===== config.mk =====
export PLATFORM = sky130hd
export DESIGN_NAME = cheri_fetch_top
export DESIGN_NICKNAME = d
export VERILOG_FILES = /design/src/verilog/cheri_fetch_pkg.sv /design/src/verilog/fetch_pc_mux.sv /design/src/verilog/prefetch_fifo.sv /design/src/verilog/pcc_fetch_check.sv /design/src/verilog/if_id_stage_reg.sv /design/src/verilog/cheri_fetch_top.sv
export VERILOG_INCLUDE_DIRS = /design/src /design/src/include
export SDC_FILE = /design/constraint.sdc
export NUM_CORES = 1
export LEC_CHECK = 0
export BUFFER_PORTS_ARGS = -buffer_cell sky130_fd_sc_hd__buf_4
export CAP_MARGIN = 15
export CORE_MARGIN = 8
export CORE_UTILIZATION = 40
export CTS_BUF_LIST = sky130_fd_sc_hd__clkbuf_8
export DETAILED_ROUTE_END_ITERATION = 7
export GPL_TIMING_DRIVEN = 1
export HOLD_SLACK_MARGIN = 0.12
export PLACE_DENSITY = 0.73
export REMOVE_ABC_BUFFERS = 1
export SYNTH_ARGS = -nofsm -noshare
export SYNTH_HDL_FRONTEND = slang
export SYNTH_SLANG_ARGS = --single-unit

===== constraint.sdc =====
create_clock -name clk_i -period 8.4 [get_ports clk_i]
set_input_delay 1.68 -clock clk_i [delete_from_list [all_inputs] [get_ports clk_i]]
set_output_delay 1.68 -clock clk_i [all_outputs]
set_load 0.01 [all_outputs]

===== src/include/cheri_fetch_defines.svh =====
// build-time constants for the fetch stage
// prefetch FIFO depth, bus request limit, debug entry addresses, boot offset

`ifndef CHERI_FETCH_DEFINES_SVH
`define CHERI_FETCH_DEFINES_SVH

////////////////////
// prefetch sizing
////////////////////

// fetched words held between the bus and the IF-ID register
`define FETCH_FIFO_DEPTH 3

// granted requests still waiting for rvalid
`define FETCH_MAX_OUTSTANDING 2

////////////////////
// fixed addresses
////////////////////

// debug module halt entry
`define DM_HALT_ADDR 32'h1A11_0800

// debug module exception entry
`define DM_EXC_ADDR 32'h1A11_0808

// low byte placed under boot_addr_i[31:8]
`define BOOT_OFFSET 8'h80

`endif


===== src/verilog/cheri_fetch_pkg.sv =====
// shared types for the fetch stage
// pc source enums, redirect command, capability, bus and pipeline structs

`default_nettype none

package cheri_fetch_pkg;

  // source of the next fetch address
  typedef enum logic [2:0] {
    PC_BOOT = 3'd0,
    PC_JUMP = 3'd1,
    PC_EXC  = 3'd2,
    PC_ERET = 3'd3,
    PC_DRET = 3'd4
  } pc_sel_e;

  // kind of trap target
  typedef enum logic [1:0] {
    EXC_PC_EXC     = 2'd0,
    EXC_PC_IRQ     = 2'd1,
    EXC_PC_DBD     = 2'd2,
    EXC_PC_DBG_EXC = 2'd3
  } exc_pc_sel_e;

  // redirect command from the controller
  typedef struct packed {
    logic        pc_set;
    pc_sel_e     pc_mux;
    exc_pc_sel_e exc_pc_mux;
    logic [4:0]  irq_id;
  } pc_ctrl_t;

  // candidate redirect addresses
  typedef struct packed {
    logic [31:0] branch_target;
    logic [31:0] csr_mepc;
    logic [31:0] csr_depc;
    logic [31:0] csr_mtvec;
  } pc_targets_t;

  // program-counter capability, decoded bounds
  typedef struct packed {
    logic [31:0] base32;
    logic [32:0] top33;
    logic        perm_ex;
    logic        valid;
    logic [2:0]  otype;
  } pcc_cap_t;

  // instruction bus, master side
  typedef struct packed {
    logic        req;
    logic [31:0] addr;
  } instr_bus_req_t;

  // instruction bus, slave side
  typedef struct packed {
    logic        gnt;
    logic        rvalid;
    logic [31:0] rdata;
    logic        err;
  } instr_bus_rsp_t;

  // one prefetch FIFO word
  typedef struct packed {
    logic [31:0] rdata;
    logic [31:0] addr;
    logic        err;
  } fetch_entry_t;

  // IF-ID register contents
  typedef struct packed {
    logic [31:0] rdata;
    logic [31:0] pc;
    logic        fetch_err;
  } id_instr_t;

endpackage

`default_nettype wire


===== src/verilog/fetch_pc_mux.sv =====
// next fetch address selection
// trap vector forming (direct and vectored), boot address, mtvec init pulse

`default_nettype none

`include "cheri_fetch_defines.svh"

module fetch_pc_mux import cheri_fetch_pkg::*; (
  input  pc_ctrl_t    ctrl_i,
  input  pc_targets_t targets_i,
  input  logic [31:0] boot_addr_i,
  output logic [31:0] fetch_addr_o,
  output logic        mtvec_init_o
);

  logic [31:0] exc_pc;
  logic [31:0] mtvec;
  logic [31:0] boot_pc;

  assign mtvec   = targets_i.csr_mtvec;
  // boot entry sits at a fixed offset inside the 256 byte boot page
  assign boot_pc = {boot_addr_i[31:8], `BOOT_OFFSET};

  ////////////////////
  // trap vector
  ////////////////////

  // mtvec bit 0 selects vectored mode, base then 256 byte aligned
  always_comb begin
    unique case (ctrl_i.exc_pc_mux)
      EXC_PC_EXC: begin
        exc_pc = mtvec[0] ? {mtvec[31:8], 8'h00} : {mtvec[31:2], 2'b00};
      end
      EXC_PC_IRQ: begin
        // one word slot per interrupt line
        exc_pc = mtvec[0] ? {mtvec[31:8], 1'b0, ctrl_i.irq_id, 2'b00}
                          : {mtvec[31:2], 2'b00};
      end
      EXC_PC_DBD: begin
        exc_pc = `DM_HALT_ADDR;
      end
      EXC_PC_DBG_EXC: begin
        exc_pc = `DM_EXC_ADDR;
      end
      default: begin
        exc_pc = {mtvec[31:8], 8'h00};
      end
    endcase
  end

  ////////////////////
  // fetch address
  ////////////////////

  always_comb begin
    unique case (ctrl_i.pc_mux)
      PC_BOOT: fetch_addr_o = boot_pc;
      PC_JUMP: fetch_addr_o = targets_i.branch_target;
      PC_EXC:  fetch_addr_o = exc_pc;
      // return from trap
      PC_ERET: fetch_addr_o = targets_i.csr_mepc;
      // return from debug mode
      PC_DRET: fetch_addr_o = targets_i.csr_depc;
      default: fetch_addr_o = boot_pc;
    endcase
  end

  // CSR file loads its reset mtvec on the boot redirect
  assign mtvec_init_o = ctrl_i.pc_set & (ctrl_i.pc_mux == PC_BOOT);

endmodule

`default_nettype wire


===== src/verilog/prefetch_fifo.sv =====
// prefetch buffer on the req/gnt/rvalid instruction bus
// credit-limited request issue, outstanding and discard counters,
// response FIFO, flush on redirect

`default_nettype none

`include "cheri_fetch_defines.svh"

module prefetch_fifo import cheri_fetch_pkg::*; (
  input  logic           clk_i,
  input  logic           rst_ni,
  input  logic           req_i,
  input  logic           branch_i,
  input  logic [31:0]    branch_addr_i,
  input  logic           ready_i,
  output logic           valid_o,
  output fetch_entry_t   entry_o,
  output instr_bus_req_t bus_req_o,
  input  instr_bus_rsp_t bus_rsp_i,
  output logic           busy_o
);

  localparam int unsigned Depth  = `FETCH_FIFO_DEPTH;
  localparam int unsigned MaxOut = `FETCH_MAX_OUTSTANDING;
  localparam int unsigned PtrW   = (Depth > 1) ? $clog2(Depth) : 1;
  localparam int unsigned CntW   = $clog2(Depth + 1);
  localparam int unsigned OutW   = $clog2(MaxOut + 1);

  fetch_entry_t    mem_q [Depth];
  logic [PtrW-1:0] wr_ptr_q, rd_ptr_q;
  logic [CntW-1:0] count_q, count_d, free_slots;
  logic [OutW-1:0] out_cnt_q, out_cnt_d;
  logic [OutW-1:0] discard_q, discard_d;
  logic            addr_valid_q;
  logic            hold_q, hold_stale_q;
  logic [31:0]     fetch_addr_q, hold_addr_q, rsp_addr_q;
  logic [31:0]     target_addr;
  logic            credit_ok, issue, grant;
  logic            drop, push, pop;

  function automatic logic [PtrW-1:0] ptr_inc(input logic [PtrW-1:0] ptr);
    ptr_inc = (ptr == PtrW'(Depth - 1)) ? '0 : ptr + 1'b1;
  endfunction

  // only whole words are fetched
  assign target_addr = {branch_addr_i[31:2], 2'b00};

  ////////////////////
  // request side
  ////////////////////

  // a new request needs a free slot beyond every answer still due
  assign free_slots = CntW'(Depth) - count_q;
  assign credit_ok  = (32'(free_slots) > 32'(out_cnt_q)) && (32'(out_cnt_q) < MaxOut);
  assign issue      = req_i & addr_valid_q & ~branch_i & credit_ok;

  // an ungranted request is held with its address until gnt
  assign bus_req_o.req  = hold_q | issue;
  assign bus_req_o.addr = hold_q ? hold_addr_q : fetch_addr_q;
  assign grant          = bus_req_o.req & bus_rsp_i.gnt;

  ////////////////////
  // response side
  ////////////////////

  // answers to requests from before a redirect are thrown away
  assign drop = bus_rsp_i.rvalid & (discard_q != '0);
  assign push = bus_rsp_i.rvalid & (discard_q == '0) & ~branch_i;
  assign pop  = valid_o & ready_i;

  assign out_cnt_d = out_cnt_q + OutW'(grant) - OutW'(bus_rsp_i.rvalid);

  always_comb begin
    if (branch_i) begin
      // everything still outstanding after this edge belongs to the old stream
      discard_d = out_cnt_d;
    end else begin
      discard_d = discard_q - OutW'(drop) + OutW'(grant & hold_stale_q);
    end
  end

  always_comb begin
    if (branch_i) begin
      count_d = '0;
    end else begin
      count_d = count_q + CntW'(push) - CntW'(pop);
    end
  end

  // control state
  always_ff @(posedge clk_i or negedge rst_ni) begin
    if (!rst_ni) begin
      addr_valid_q <= 1'b0;
      hold_q       <= 1'b0;
      hold_stale_q <= 1'b0;
      out_cnt_q    <= '0;
      discard_q    <= '0;
      count_q      <= '0;
      wr_ptr_q     <= '0;
      rd_ptr_q     <= '0;
    end else begin
      addr_valid_q <= addr_valid_q | branch_i;
      hold_q       <= bus_req_o.req & ~bus_rsp_i.gnt;
      // a held request overtaken by a redirect is answered but not kept
      hold_stale_q <= bus_req_o.req & ~bus_rsp_i.gnt & (hold_stale_q | branch_i);
      out_cnt_q    <= out_cnt_d;
      discard_q    <= discard_d;
      count_q      <= count_d;
      if (branch_i) begin
        wr_ptr_q <= '0;
        rd_ptr_q <= '0;
      end else begin
        if (push) begin
          wr_ptr_q <= ptr_inc(wr_ptr_q);
        end
        if (pop) begin
          rd_ptr_q <= ptr_inc(rd_ptr_q);
        end
      end
    end
  end

  // addresses and data
  always_ff @(posedge clk_i) begin
    if (branch_i) begin
      fetch_addr_q <= target_addr;
      rsp_addr_q   <= target_addr;
    end else begin
      if (grant & ~hold_stale_q) begin
        fetch_addr_q <= fetch_addr_q + 32'd4;
      end
      // kept answers are sequential from the redirect target
      if (push) begin
        rsp_addr_q <= rsp_addr_q + 32'd4;
      end
    end
    if (bus_req_o.req & ~hold_q) begin
      hold_addr_q <= fetch_addr_q;
    end
    if (push) begin
      mem_q[wr_ptr_q] <= '{rdata: bus_rsp_i.rdata, addr: rsp_addr_q, err: bus_rsp_i.err};
    end
  end

  assign valid_o = (count_q != '0);
  assign entry_o = mem_q[rd_ptr_q];
  assign busy_o  = (out_cnt_q != '0) | bus_req_o.req;

endmodule

`default_nettype wire


===== src/verilog/pcc_fetch_check.sv =====
// fetch access check against the program-counter capability
// bounds, execute permission, tag and seal, merged with bus and PMP errors

`default_nettype none

module pcc_fetch_check import cheri_fetch_pkg::*; (
  input  logic         cheri_pmode_i,
  input  logic         debug_mode_i,
  input  pcc_cap_t     pcc_cap_i,
  input  logic         valid_i,
  input  fetch_entry_t entry_i,
  input  logic         pmp_err_i,
  output logic         fetch_err_o
);

  logic [32:0] instr_end;
  logic        below_base;
  logic        above_top;
  logic        cap_bad;
  logic        check_en;
  logic        cheri_vio;

  // end of the word, one bit wider so the top of memory compares right
  assign instr_end  = {1'b0, entry_i.addr} + 33'd4;
  assign below_base = (entry_i.addr < pcc_cap_i.base32);
  assign above_top  = (instr_end > pcc_cap_i.top33);

  // capability itself unusable for fetch
  assign cap_bad = ~pcc_cap_i.perm_ex | ~pcc_cap_i.valid | (pcc_cap_i.otype != 3'd0);

  // no check in legacy mode or debug mode
  // words already failing on the bus report that error instead
  assign check_en  = cheri_pmode_i & ~debug_mode_i & valid_i & ~entry_i.err;
  assign cheri_vio = check_en & (below_base | above_top | cap_bad);

  assign fetch_err_o = cheri_vio | entry_i.err | pmp_err_i;

endmodule

`default_nettype wire


===== src/verilog/if_id_stage_reg.sv =====
// IF-ID pipeline register
// valid and new flags, instruction register, sequential PC alarm

`default_nettype none

module if_id_stage_reg import cheri_fetch_pkg::*; (
  input  logic         clk_i,
  input  logic         rst_ni,
  input  logic         fetch_valid_i,
  input  fetch_entry_t entry_i,
  input  logic         fetch_err_i,
  input  logic         id_in_ready_i,
  input  logic         branch_i,
  input  logic         valid_clear_i,
  output logic         instr_valid_id_o,
  output logic         instr_new_id_o,
  output id_instr_t    id_instr_o,
  output logic         pc_mismatch_alert_o
);

  logic        accept;
  logic        valid_d, valid_q;
  logic        new_q;
  logic        seq_d, seq_q;
  logic [31:0] pc_incr;

  // a word moves into ID when offered and ID can take it
  assign accept = fetch_valid_i & id_in_ready_i;

  ////////////////////
  // flags
  ////////////////////

  // a word taken with a redirect is squashed
  // valid otherwise holds until the core retires or flushes it
  assign valid_d = (accept & ~branch_i) | (valid_q & ~valid_clear_i);

  always_ff @(posedge clk_i or negedge rst_ni) begin
    if (!rst_ni) begin
      valid_q <= 1'b0;
      new_q   <= 1'b0;
      seq_q   <= 1'b0;
    end else begin
      valid_q <= valid_d;
      new_q   <= accept;
      seq_q   <= seq_d;
    end
  end

  assign instr_valid_id_o = valid_q;
  assign instr_new_id_o   = new_q;

  // instruction register, frozen while ID stalls
  always_ff @(posedge clk_i) begin
    if (accept) begin
      id_instr_o <= '{rdata: entry_i.rdata, pc: entry_i.addr, fetch_err: fetch_err_i};
    end
  end

  ////////////////////
  // pc hardening
  ////////////////////

  // stream counts as sequential after a load with no redirect or error since
  assign seq_d = (seq_q | accept) & ~branch_i & ~(fetch_valid_i & fetch_err_i);

  assign pc_incr = id_instr_o.pc + 32'd4;

  // next word offered must follow the one held in ID
  assign pc_mismatch_alert_o = seq_q & fetch_valid_i & (entry_i.addr != pc_incr);

endmodule

`default_nettype wire


===== src/verilog/cheri_fetch_top.sv =====
// fetch stage top level
// pc mux, prefetch buffer, capability check and IF-ID register

`default_nettype none

module cheri_fetch_top import cheri_fetch_pkg::*; (
  input  logic           clk_i,
  input  logic           rst_ni,
  input  logic           req_i,
  input  logic [31:0]    boot_addr_i,
  input  logic           cheri_pmode_i,
  input  logic           debug_mode_i,
  input  pcc_cap_t       pcc_cap_i,
  input  logic           pmp_err_if_i,
  input  pc_ctrl_t       pc_ctrl_i,
  input  pc_targets_t    pc_targets_i,
  input  logic           id_in_ready_i,
  input  logic           instr_valid_clear_i,
  output instr_bus_req_t instr_bus_req_o,
  input  instr_bus_rsp_t instr_bus_rsp_i,
  output logic           instr_valid_id_o,
  output logic           instr_new_id_o,
  output id_instr_t      id_instr_o,
  output logic [31:0]    pc_if_o,
  output logic           csr_mtvec_init_o,
  output logic           if_busy_o,
  output logic           pc_mismatch_alert_o
);

  logic [31:0]  fetch_addr_n;
  logic         fetch_valid;
  fetch_entry_t fetch_entry;
  logic         fetch_err;

  // address of the word now offered to ID
  assign pc_if_o = fetch_entry.addr;

  fetch_pc_mux u_pc_mux (
    .ctrl_i       (pc_ctrl_i),
    .targets_i    (pc_targets_i),
    .boot_addr_i  (boot_addr_i),
    .fetch_addr_o (fetch_addr_n),
    .mtvec_init_o (csr_mtvec_init_o)
  );

  // a redirect flushes the buffer and restarts the bus stream
  prefetch_fifo u_prefetch (
    .clk_i         (clk_i),
    .rst_ni        (rst_ni),
    .req_i         (req_i),
    .branch_i      (pc_ctrl_i.pc_set),
    .branch_addr_i (fetch_addr_n),
    .ready_i       (id_in_ready_i),
    .valid_o       (fetch_valid),
    .entry_o       (fetch_entry),
    .bus_req_o     (instr_bus_req_o),
    .bus_rsp_i     (instr_bus_rsp_i),
    .busy_o        (if_busy_o)
  );

  pcc_fetch_check u_pcc_check (
    .cheri_pmode_i (cheri_pmode_i),
    .debug_mode_i  (debug_mode_i),
    .pcc_cap_i     (pcc_cap_i),
    .valid_i       (fetch_valid),
    .entry_i       (fetch_entry),
    .pmp_err_i     (pmp_err_if_i),
    .fetch_err_o   (fetch_err)
  );

  if_id_stage_reg u_if_id (
    .clk_i               (clk_i),
    .rst_ni              (rst_ni),
    .fetch_valid_i       (fetch_valid),
    .entry_i             (fetch_entry),
    .fetch_err_i         (fetch_err),
    .id_in_ready_i       (id_in_ready_i),
    .branch_i            (pc_ctrl_i.pc_set),
    .valid_clear_i       (instr_valid_clear_i),
    .instr_valid_id_o    (instr_valid_id_o),
    .instr_new_id_o      (instr_new_id_o),
    .id_instr_o          (id_instr_o),
    .pc_mismatch_alert_o (pc_mismatch_alert_o)
  );

endmodule

`default_nettype wire


* Word level (Yosys, flattened, before mapping)
Memory sizes are Yosys's and may differ from the RTL's. Index checks and enable logic that the tools add are counted.
Word-level totals: register bits after elaboration 177, bits in writable memories 195, input bits 284, output and inout port bits 135, word-level logic and storage cells 124, memories kept 1
Operators by class: add/sub/neg operators 13, magnitude comparators 4, eq/ne operators 10, multiplexer cells 19, bitwise logic cells 47, reduce and logical (&&, ||, !) cells 11
Memory list:
- u_prefetch.mem_q | depth 3, width 65, read ports 1, clocked after memory_dff 0, write ports 1, line prefetch_fifo.sv:29 | fetch_entry_t mem_q [Depth];
Operators by type and width (number):
- $pmux W32 S4 | 2
- $mux W32 | 5
- $add A32 B3 Y32 const B | 3
- $add A32 B3 Y33 const B | 1
- $gt A33 B33 Y1 | 1
- $lt A32 B32 Y1 | 1
- $ne A32 B32 Y1 | 1
- $and A1 B1 Y1 | 25
- $mux W2 | 8
- $mux W8 | 2
- $or A1 B1 Y1 | 12
- $reduce_bool A2 Y1 | 6
- $not A1 Y1 | 10
- $eq A2 B2 Y1 const B | 4
- $eq A3 B2 Y1 const B | 2
- $sub A2 B1 Y2 | 3
- $add A2 B1 Y2 | 2
- $add A2 B1 Y2 const B | 2
- $logic_not A2 Y1 | 2
- $eq A3 B1 Y1 const B | 1
- $eq A3 B3 Y1 const B | 1
- $logic_not A3 Y1 | 1
- $reduce_bool A3 Y1 | 1
- $add A2 B2 Y2 | 1
- other kinds (6) | 7

* Logic depth before layout (Yosys ltp)
Gate-level depths: netlist of the first run. An unclocked memory read counts as a cell.
depth after elaboration 11, mapped depth 20, depth with buffers taken out 19

* Modules after synthesis
A second synthesis of the first run with hierarchy kept.
Unflattened totals: cells, all modules 1677, area, all modules 19273.5 µm²
Modules (own cells, without submodules):
- prefetch_fifo | instances 1, cells each 922, area an instance 12727.2 µm², sequential area each 8703.3 µm²
- if_id_stage_reg | instances 1, cells each 219, area an instance 3113.0 µm², sequential area each 2026.9 µm²
- pcc_fetch_check | instances 1, cells each 319, area an instance 2175.8 µm², sequential area each 0.0 µm²
- fetch_pc_mux | instances 1, cells each 217, area an instance 1257.5 µm², sequential area each 0.0 µm²

* Least setup slack after synthesis of the first run
No wires, ideal clock.
path type input-to-reg, from input port pc_ctrl_i[10] (netlist bit), to memory u_prefetch.mem_q[1][0] (netlist bit) (enable), arrival time 6.582 ns, data required time 7.823 ns, slack 1.240 ns, stages 3, buffers on the path 0, cells stage by stage inv_1 > nand3_1 > nor3b_1
Between the ends: cells in the longest elaborated chain, start to end 4
Ends and longest elaborated chain:
- from (decl) | line cheri_fetch_top.sv:15 | input pc_ctrl_t pc_ctrl_i,
- $not A1 Y1 | line prefetch_fifo.sv:68 | assign push = bus_rsp_i.rvalid & (discard_q == '0) & ~branch_i;
- $and A1 B1 Y1 | line prefetch_fifo.sv:68
- $mux W1 | line prefetch_fifo.sv:140 | if (push) begin
- $mux W1 (implied by the code) | line prefetch_fifo.sv:141 | mem_q[wr_ptr_q] <= '{rdata: bus_rsp_i.rdata, addr: rsp_addr_q, err: bus_rsp_i.err};
- to (decl) | line prefetch_fifo.sv:29
Every way passes these cells.

* Final worst setup path of the first run
from register u_prefetch.rd_ptr_q[0], to output port pc_mismatch_alert_o
Between the ends: cells in the longest elaborated chain, start to end 3
Ends and longest elaborated chain:
- from (decl) | line prefetch_fifo.sv:30 | logic [PtrW-1:0] wr_ptr_q, rd_ptr_q;
- from (signal assigned) | line prefetch_fifo.sv:117 | rd_ptr_q <= ptr_inc(rd_ptr_q);
- $mem_v2 Z3 W65
- $ne A32 B32 Y1 | line if_id_stage_reg.sv:70 | assign pc_mismatch_alert_o = seq_q & fetch_valid_i & (entry_i.addr != pc_incr);
- $and A1 B1 Y1 | line if_id_stage_reg.sv:70
- to (decl) | line cheri_fetch_top.sv:27 | output logic pc_mismatch_alert_o
Every way passes these cells.

==> results.toml, run 1 <==
[critical_path]
startpoint = "u_prefetch.rd_ptr_q[0]$_DFFE_PN0P_"
cp.arrival_ns = 4.52
crit_type = "flop to output port"
max_stage_delay_ns = 0.77
cp-start-kind = "flop"
ff2ff_path_depth = 18
critical_path_buf_inv_count = 2
r2r-end = "u_if_id.id_instr_o[0]$_DFFE_PP_"
cp_num_cells = 10
timing.rr.start = "u_prefetch.rd_ptr_q[0]$_DFFE_PN0P_"
cp_max_fo = 37
crit_required_ns = 6.72
endpoint_kind = "output port"
rrSetupSlack_ns = 2.53
critical_path.top_delay_family = "multiplexers"
endpoint = "pc_mismatch_alert_o"
cp_slowest_cell = "dfrtp_4"
crit_chain = "buf_4 -> mux2_2 -> mux2i_1 -> xnor2_1 -> xnor2_1 -> nand2_1 -> nor4_1 -> nand4_1 -> o221a_1 -> buf_4"

[synthesis]
synth_edf_count = 342
synth_seq_cells = 358
synth_flop_cell = "edfxtp_1"
synth_top_area_share_pct = 54.54
yosysWarnings = 0
yosysUniqueCellTypes = 62
async_flop_share_pct = 4.469
syn_inst = 1590
synthesis.area_mm2 = 0.01883
synth_top_cell_by_area = "edfxtp_1"
ys_seq_area_share_pct = 56.66
synthTopCellsByArea = "edfxtp_1 55%, ha_1 4.9%, xnor2_1 3.6%, mux2i_1 3.6%, o21ai_0 2.6%"
syn_area_per_cell_um2 = 11.84

[floorplanning]
ioPinCount = 419
die_area_mm2 = 0.05428
die_w_um = 233.0
start_util_pct = 40.45
core_area_mm2 = 0.04656
fp.dieH_um = 233.0
rows = 79

[place]
hpwl_um = 39220
io_buffers = 397
gp_congestion = 0.9034
placed_cells = 2518
place_area_mm2 = 0.02222

[sta]
fin_worst_skew_ns = 0.02180
final_hold_viol_count = 0
tns_ns = 0
hold_ws_ns = 0.4721
period_needed_ns = 6.202
slew_headroom_pct = 27.65
grt_setup_unrepaired = "false"
fmax_ghz = 0.1612
drv_slew = 0
worst_pin_slew_ns = 1.080
finalSetupViolCount = 0
fin_crit_sh_pct = 73.83

[power]
power_frac_seq_pct = 45.6
p_total_w = 0.005484
combPwrFrac_pct = 29.3
p_leak_nw = 9.009
p_sw_share_pct = 32.20
clockPowerShare_pct = 25.1
p_sw_w = 0.001766
powerDensity_mw_per_mm2 = 235.4
internal-power_w = 0.003718
ir_drop_uv = 129.2

[clock_network]
post_cts_buffers = 0
cts_tree = "built"
clk_pin_slew_ns = 0.06
clock-root-buffer = "clkbuf_8"
clockBufferDepth = 3
cts_resized = 0
clkSinkCount = 358
postCtsHoldBufs = 0
cts_buffers = 56
clock_latency_ns = 0.62
cts_max_level = 2

[grt]
grt_use_total_pct = 18.54
grt_max_degree = 64
antenna_found_initial = 1
gr-total-overflow = 0
grt_pass1_wl_um = 79530
grt_pass1_vias = 14180

[routing]
drtIter0Drc = 786
post_drt_via_cell_ratio = 5.267
num_vias = 13810
wire_per_inst_um = 20.04
drt_pre_antenna_iters = 5
detail-route-antenna-nets = 0
drc = 0
routed_wl_um = 52560

[min_path]
hold_class = "flop to flop"

[status]
outcome = "finished, final reports clean"

[layout]
layout-drive-gt1-share_pct = 27.62
final_cells = 2622
final_cell_mix = "415 x buf_4, 342 x edfxtp_1, 125 x inv_1"
stdcell_area_mm2 = 0.02329
final_common_cell = "buf_4"
area_growth_pct = 23.71
fin_nets = 2327

[job]
max_cap_viol_count = 0
## worst min-delay path by stage
stage	startpoint	to	slack [ns]	depth (start not counted)
finish	u_prefetch.addr_valid_q$_DFF_PN0_	u_prefetch.addr_valid_q$_DFF_PN0_	0.47	1
global route	u_prefetch.addr_valid_q$_DFF_PN0_	u_prefetch.addr_valid_q$_DFF_PN0_	0.48	1
global placement	u_prefetch.addr_valid_q$_DFF_PN0_	u_prefetch.addr_valid_q$_DFF_PN0_	0.45	1
CTS	u_prefetch.addr_valid_q$_DFF_PN0_	u_prefetch.addr_valid_q$_DFF_PN0_	0.47	1
floorplan	u_prefetch.addr_valid_q$_DFF_PN0_	u_prefetch.addr_valid_q$_DFF_PN0_	0.44	1
detailed placement	u_prefetch.addr_valid_q$_DFF_PN0_	u_prefetch.addr_valid_q$_DFF_PN0_	0.46	1
## cells in the mapped netlist, drive strengths merged (3+ instances only)
library cell,instances
buf,51
ha,73
o211ai,6
nand2,107
mux2,41
a22oi,52
a21o,28
and2,7
nor4,12
a21boi,8
xor2,47
nor3,19
xnor2,78
or4,3
o21a,13
a31oi,4
clkbuf,48
or3,8
nor2b,12
a22o,10
nand3,49
o21ai,111
mux2i,68
nand2b,6
and4,7
nand4,42
a21oi,74
o22ai,3
edfxtp,342
nor2,75
and3,18
dfrtp,16
inv,105
nor3b,5
a211oi,20
## final cells by class
cell class | instances | area [µm²]
well taps | 607 | 759.5
multi-input cells | 1033 | 7272
clock inverters | 41 | 217.7
diodes | 2 | 5.005
flip-flops and latches | 358 | 10680
clock buffers | 60 | 825.8
fillers | 4098 | 23260
repair buffers | 416 | 3143
inverters | 105 | 394.1
## worst reg2reg max path, cell delays in order (launching register included)
cell	delay [ns]
dfrtp_4	0.77
buf_4	0.72
mux2i_1	0.20
o21ai_2	0.37
nand4_1	0.25
nor3_2	0.42
nand4_1	0.23
nor3_2	0.34
nand3_1	0.13
xnor2_1	0.16
ha_1	0.32
a21oi_1	0.15
nor2b_1	0.06
o21ai_0	0.15
nand3b_1	0.09
or3_1	0.38
o21ai_0	0.46
a2111oi_0	0.24
nand2b_1	0.19
## power by group through the flow
stage               Sequential (W)  Combinational [W]  Clock, W
finish                     0.00250            0.00161   0.00137
global placement           0.00252            0.00157         0
global route               0.00253            0.00177   0.00150
floorplan                  0.00253           0.000906         0
CTS                        0.00250            0.00162   0.00143
detailed placement         0.00254            0.00161         0
## sequential cells by signal (all words and copies together) (netlist names)
name	cells
u_if_id.id_instr_o	63
u_if_id.instr_new_id_o	1
u_if_id.instr_valid_id_o	1
u_if_id.seq_q	1
u_prefetch.addr_valid_q	1
u_prefetch.count_q	2
u_prefetch.discard_q	2
u_prefetch.fetch_addr_q	30
u_prefetch.hold_addr_q	30
u_prefetch.hold_q	1
u_prefetch.hold_stale_q	1
u_prefetch.mem_q	189
u_prefetch.out_cnt_q	2
u_prefetch.rd_ptr_q	2
u_prefetch.rsp_addr_q	30
u_prefetch.wr_ptr_q	2
## through the flow
| step | worst slack, ns | utilization (%) |
|---|---|---|
| global route | 2.009 | 50.03 |
| floorplan | 0.1975 | - |
| detailed placement | 2.562 | 47.73 |
| global placement | 2.591 | 47.73 |
| CTS | 2.150 | 49.97 |
| finish | 2.198 | 50.04 |
## per-layer routing
layer  wire (µm)  track usage (%)  share of wire, %  vias to the layer above
met1       22320            23.31                42                     6656
li1            -                -                 -                     6625
met4         942            4.673               1.8                        0
met5           0                0                 0                        -
met2       25740            31.74                49                      462
met3        3557            4.531               6.8                       67
## kinds of logic after synthesis
kind of cell | share of synthesized area (%)
buf+inv | 4.983
flops | 56.66
fa+ha+maj | 4.851
simple gates | 10.14
other cells | 0.01991
mux | 6.066
compound gates | 11.46
xor+xnor | 5.814
Note: power is estimated with default switching activity, not from simulation.
==> run 2: changes to the inputs <==
- clock period: 8.4 -> 6.2 ns (I/O delays scaled with it)
==> run 2 against run 1 <==
Largest cell class unchanged. Hold slack worse by 0.0090 ns. Sequential power grew 36%. Via count unchanged. Global-route usage fell by 0.064 points. Flip-flop and latch count unchanged. Sequential share of layout area about the same. Setup slack got worse by 1.7 ns. Clock skew is 0.0069 ns higher. Power up 35%. Highest routed layer unchanged. Routed wire length decreased by 0.33%. Clock power is 35% higher. Non-clock buffer count increased by 5.
==> results.toml, run 2 (synthesis results as in run 1) <==
[status]
outcome = "finished, final reports clean"

[sta]
worst_pin_slew_ns = 1.105
fin_worst_skew_ns = 0.02868
tns_ns = 0
fmax_ghz = 0.1769
slew_headroom_pct = 26.26
drv_slew = 0
fin_crit_sh_pct = 91.17
finalSetupViolCount = 0
grt_setup_unrepaired = "false"
final_hold_viol_count = 0
period_needed_ns = 5.653

[routing]
wire_per_inst_um = 19.93
drtIter0Drc = 736
detail-route-antenna-nets = 0
drt_pre_antenna_iters = 5
routed_wl_um = 52390
post_drt_via_cell_ratio = 5.255
num_vias = 13810
drc = 0

[grt]
gr-total-overflow = 0
grt_max_degree = 67
grt_use_total_pct = 18.48
grt_pass1_vias = 14180
antenna_found_initial = 1
grt_pass1_wl_um = 79030

[floorplanning]
core_area_mm2 = 0.04656
rows = 79
die_area_mm2 = 0.05428
ioPinCount = 419
start_util_pct = 40.45
fp.dieH_um = 233.0
die_w_um = 233.0

[layout]
largestRegisters = "u_prefetch.mem_q: 189 flops, u_if_id.id_instr_o: 63 flops"
final_common_cell = "buf_4"
fin_nets = 2333
stdcell_area_mm2 = 0.02332
final_cell_mix = "420 x buf_4, 342 x edfxtp_1, 119 x inv_1"
largest_reg_flops = 189
area_growth_pct = 23.82
layout-drive-gt1-share_pct = 27.93
largest-register = "u_prefetch.mem_q"
final_cells = 2628

[clock_network]
clkSinkCount = 358
cts_max_level = 2
clock_latency_ns = 0.64
cts_buffers = 57
clk_pin_slew_ns = 0.06
post_cts_buffers = 0
cts_resized = 0
cts_tree = "built"
postCtsHoldBufs = 0
clock-root-buffer = "clkbuf_8"
clockBufferDepth = 3

[place]
placed_cells = 2524
gp_congestion = 0.8690
hpwl_um = 39240
io_buffers = 397
place_area_mm2 = 0.02228

[critical_path]
cp_slowest_cell = "dfrtp_4"
r2r-end = "u_if_id.id_instr_o[0]$_DFFE_PP_"
ff2ff_path_depth = 19
startpoint = "u_prefetch.rd_ptr_q[0]$_DFFE_PN0P_"
endpoint_kind = "output port"
cp.arrival_ns = 4.41
crit_chain = "buf_4 -> mux2_2 -> mux2i_1 -> xnor2_1 -> xnor2_1 -> a21o_1 -> nor4_1 -> nand4_1 -> o221a_1 -> buf_4"
timing.rr.start = "u_prefetch.rd_ptr_q[0]$_DFFE_PN0P_"
crit_required_ns = 4.96
cp-start-kind = "flop"
rrSetupSlack_ns = 1.02
cp_max_fo = 28
crit_type = "flop to output port"
max_stage_delay_ns = 0.75

[power]
p_leak_nw = 9.006
ir_drop_uv = 154.2
powerDensity_mw_per_mm2 = 318.1

[job]
max_cap_viol_count = 0

[min_path]
hold_class = "input pin to asynchronous set/reset pin"
-- run 2: routing by layer --
layer	GRT usage [%]	vias up	share of wire (%)
li1	-	6640	-
met1	22.77	6627	42
met2	31.57	479	49
met3	5.054	64	7.3
met4	5.103	0	2.0
met5	0	-	0
-- run 2: area by class of cell --
class	instances	area (µm²)
fillers	4156	23240
flip-flops and latches	358	10680
multi-input cells	1033	7272
repair buffers	421	3173
clock buffers	57	784.5
well taps	607	759.5
inverters	105	394.1
clock inverters	45	250.2
diodes	2	5.005
-- run 2: worst max-delay path: cells and delay by family (launching register included) --
kind                      cells  cell delay [ns]
buffers and inverters         2             0.53
and+or+nand+nor               2             0.85
xor gates and xnor gates      2             0.36
AOI/OAI and AO/OA             2             0.44
muxes                         2             0.82
DFF                           1             0.75
-- run 2: worst max path at each step --
| stage | endpoint | slack, ns | cells after the start |
|---|---|---|---|
| after floorplan | u_prefetch.mem_q[1][0]$_DFFE_PP_ | -1.56 | 3 |
| after global placement | u_if_id.id_instr_o[0]$_DFFE_PP_ | 0.96 | 19 |
| after detailed placement | u_if_id.id_instr_o[0]$_DFFE_PP_ | 0.96 | 19 |
| after CTS | pc_mismatch_alert_o | 0.51 | 10 |
| after global routing | pc_mismatch_alert_o | 0.34 | 10 |
| final | pc_mismatch_alert_o | 0.55 | 10 |
-- run 2: metrics by stage --
step | setup slack, ns | utilization, % | total power (W) | hold slack [ns]
floorplan | -1.562 | - | 0.004648 | 0.4375
CTS | 0.5127 | 50.07 | 0.007522 | 0.4073
global placement | 0.9587 | 47.85 | 0.005555 | 0.4523
finish | 0.5473 | 50.08 | 0.007417 | 0.4631
global route | 0.3367 | 50.08 | 0.007856 | 0.4221
detailed placement | 0.9578 | 47.85 | 0.005633 | 0.4583
-- run 2: power by group --
part	switching (W)	total, W	internal, W
sequential	0.000298	0.00339	0.00309
combinational	0.00120	0.00218	0.000981
clock	0.000905	0.00185	0.000941
==> run 3: changes to the inputs <==
- PLACE_DENSITY: 0.73 -> 0.75
- clock period: 6.2 -> 5 ns (I/O delays scaled with it)
==> run 3 against run 2 <==
Power is 29% higher. Hold slack got worse by 0.19 ns. Clock power is 38% higher. Critical path type unchanged.
==> results.toml, run 3 (synthesis results as in run 1) <==
[status]
outcome = "finished, final reports clean"

[routing]
wire_per_inst_um = 19.90
met1Wirelength_um = 22200
route.met3.wl_um = 3745
highest_layer = "met4"
dr_wl_met2_um = 25600
routed_wl_um = 52780
drtIter0Drc = 897
drc = 0
detail-route-antenna-nets = 0
drt_pre_antenna_iters = 5
num_vias = 13910
post_drt_via_cell_ratio = 5.244

[layout]
largestRegisters = "u_prefetch.mem_q: 189 flops, u_if_id.id_instr_o: 63 flops"
area_growth_pct = 25.83
layout-drive-gt1-share_pct = 28.98
final_cell_mix = "442 x buf_4, 342 x edfxtp_1, 117 x inv_1"
fin_nets = 2358
register_area_mm2 = 0.01068
multi_input_area_mm2 = 0.007277
largest_reg_flops = 189
final_cells = 2652
final_common_cell = "buf_4"
largest-register = "u_prefetch.mem_q"
fill_cells = 4080
stdcell_area_mm2 = 0.02370

[critical_path]
crit_path_frequent_cell = "buf_4"
cp.arrival_ns = 3.71
crit_required_ns = 4.00
rrSetupSlack_ns = 0.43
ff2ff_path_depth = 18
cp_max_fo = 25
cp_slowest_cell = "or4_2"
critical_path.top_delay_family = "simple AND/OR/NAND/NOR gates"
r2r-end = "u_if_id.id_instr_o[0]$_DFFE_PP_"
timing.rr.start = "u_prefetch.rd_ptr_q[0]$_DFFE_PN0P_"
cp-start-kind = "flop"
critical_path_buf_inv_count = 3
crit_type = "flop to output port"
max_stage_delay_ns = 0.70
crit_chain = "buf_6 -> mux2i_1 -> o21ai_2 -> buf_4 -> or4_2 -> o21bai_1 -> a21oi_1 -> o21ai_0 -> nand4_1 -> o221a_1 -> buf_4"
endpoint_kind = "output port"

[min_path]
hold_class = "input pin to asynchronous set/reset pin"

[clock_network]
cts_tree = "built"
clkSinkCount = 358
cts_buffers = 56
clk_pin_slew_ns = 0.06
post_cts_buffers = 0
clock-root-buffer = "clkbuf_8"
clockBufferDepth = 3
clock_latency_ns = 0.59
cts_max_level = 2

[sta]
finalSetupViolCount = 0
grt_setup_unrepaired = "false"
hold_ws_ns = 0.2751
drv_slew = 0
slew_headroom_pct = 43.13
final_hold_viol_count = 0
fmax_ghz = 0.2121
fin_worst_skew_ns = 0.03526
worst_pin_slew_ns = 0.8441
fin_crit_sh_pct = 94.28
period_needed_ns = 4.714

[floorplanning]
fp.dieH_um = 233.0
rows = 79
die_area_mm2 = 0.05428
ioPinCount = 419
die_w_um = 233.0
core_area_mm2 = 0.04656
start_util_pct = 40.45

[power]
ir_drop_uv = 188.4
p_total_w = 0.009563
p_leak_nw = 9.202
powerDensity_mw_per_mm2 = 403.6

[place]
place_area_mm2 = 0.02249
gp_congestion = 0.8718
io_buffers = 397
hpwl_um = 39910
placed_cells = 2549

[grt]
grt_max_degree = 64
gr-total-overflow = 0
grt_use_total_pct = 18.65
antenna_found_initial = 1
grt_pass1_vias = 14390
grt_pass1_wl_um = 80170

[job]
max_cap_viol_count = 0
==> run 3: per-stage QoR <==
step	utilization [%]	worst slack, ns	setup TNS [ns]
2_1_floorplan	-	-2.522	-457.04
3_3_place_gp	48.31	0.2827	0
3_5_place_dp	48.31	0.2641	0
4_1_cts	50.82	0.1245	0
5_1_grt	50.89	0.01873	0
6_report	50.90	0.2858	0
==> run 3: cell type report <==
cell class | count | share of cell area (%)
Timing Repair Buffer | 447 | 14.42
Inverter | 105 | 1.663
Clock inverter | 40 | 1.431
Sequential cell | 358 | 45.06
Tap cell | 607 | 3.205
Clock buffer | 60 | 3.485
Antenna cell | 2 | 0.02112
Multi-Input combinational cell | 1033 | 30.71
==> run 3: worst max path at each step <==
stage | slack [ns] | start | end | cells after the start
after floorplan | -2.52 | pc_ctrl_i[10] | u_prefetch.mem_q[1][0]$_DFFE_PP_ | 3
after global placement | 0.28 | u_prefetch.rd_ptr_q[0]$_DFFE_PN0P_ | u_if_id.id_instr_o[0]$_DFFE_PP_ | 18
after detailed placement | 0.26 | u_prefetch.rd_ptr_q[0]$_DFFE_PN0P_ | u_if_id.id_instr_o[0]$_DFFE_PP_ | 18
after CTS | 0.12 | u_prefetch.rd_ptr_q[0]$_DFFE_PN0P_ | pc_mismatch_alert_o | 10
after global routing | 0.02 | u_prefetch.rd_ptr_q[0]$_DFFE_PN0P_ | u_if_id.id_instr_o[0]$_DFFE_PP_ | 17
final | 0.29 | u_prefetch.rd_ptr_q[0]$_DFFE_PN0P_ | pc_mismatch_alert_o | 11
==> run 3: worst register-to-register path, delay by kind of cell, from the launching register on <==
kind	cells	cell delay, ns
and+or+nand+nor	10	2.34
adders and majority gates	2	0.51
DFF	1	0.52
buffers and inverters	1	0.10
AOI/OAI and AO/OA	3	0.53
muxes	1	0.13
xor gates and xnor gates	1	0.17
==> run 3: timing repair <==
item                       4_1_cts  5_1_grt
setup endpoints to repair        1        3
resized for setup                1        3
cloned                           0        0
pin swaps                        0        0
hold buffers                     0        0
==> run 3: power breakdown <==
part,internal (W),switching (W),total [W]
logic,0.00130,0.00155,0.00285
clock network,0.00146,0.00110,0.00256
registers,0.00382,0.000334,0.00416
==> run 3: metal layers <==
metal | track usage, % | vias up
met3 | 4.153 | 76
met4 | 5.474 | 0
met5 | 0 | -
li1 | - | 6688
met2 | 31.74 | 520
met1 | 23.54 | 6622
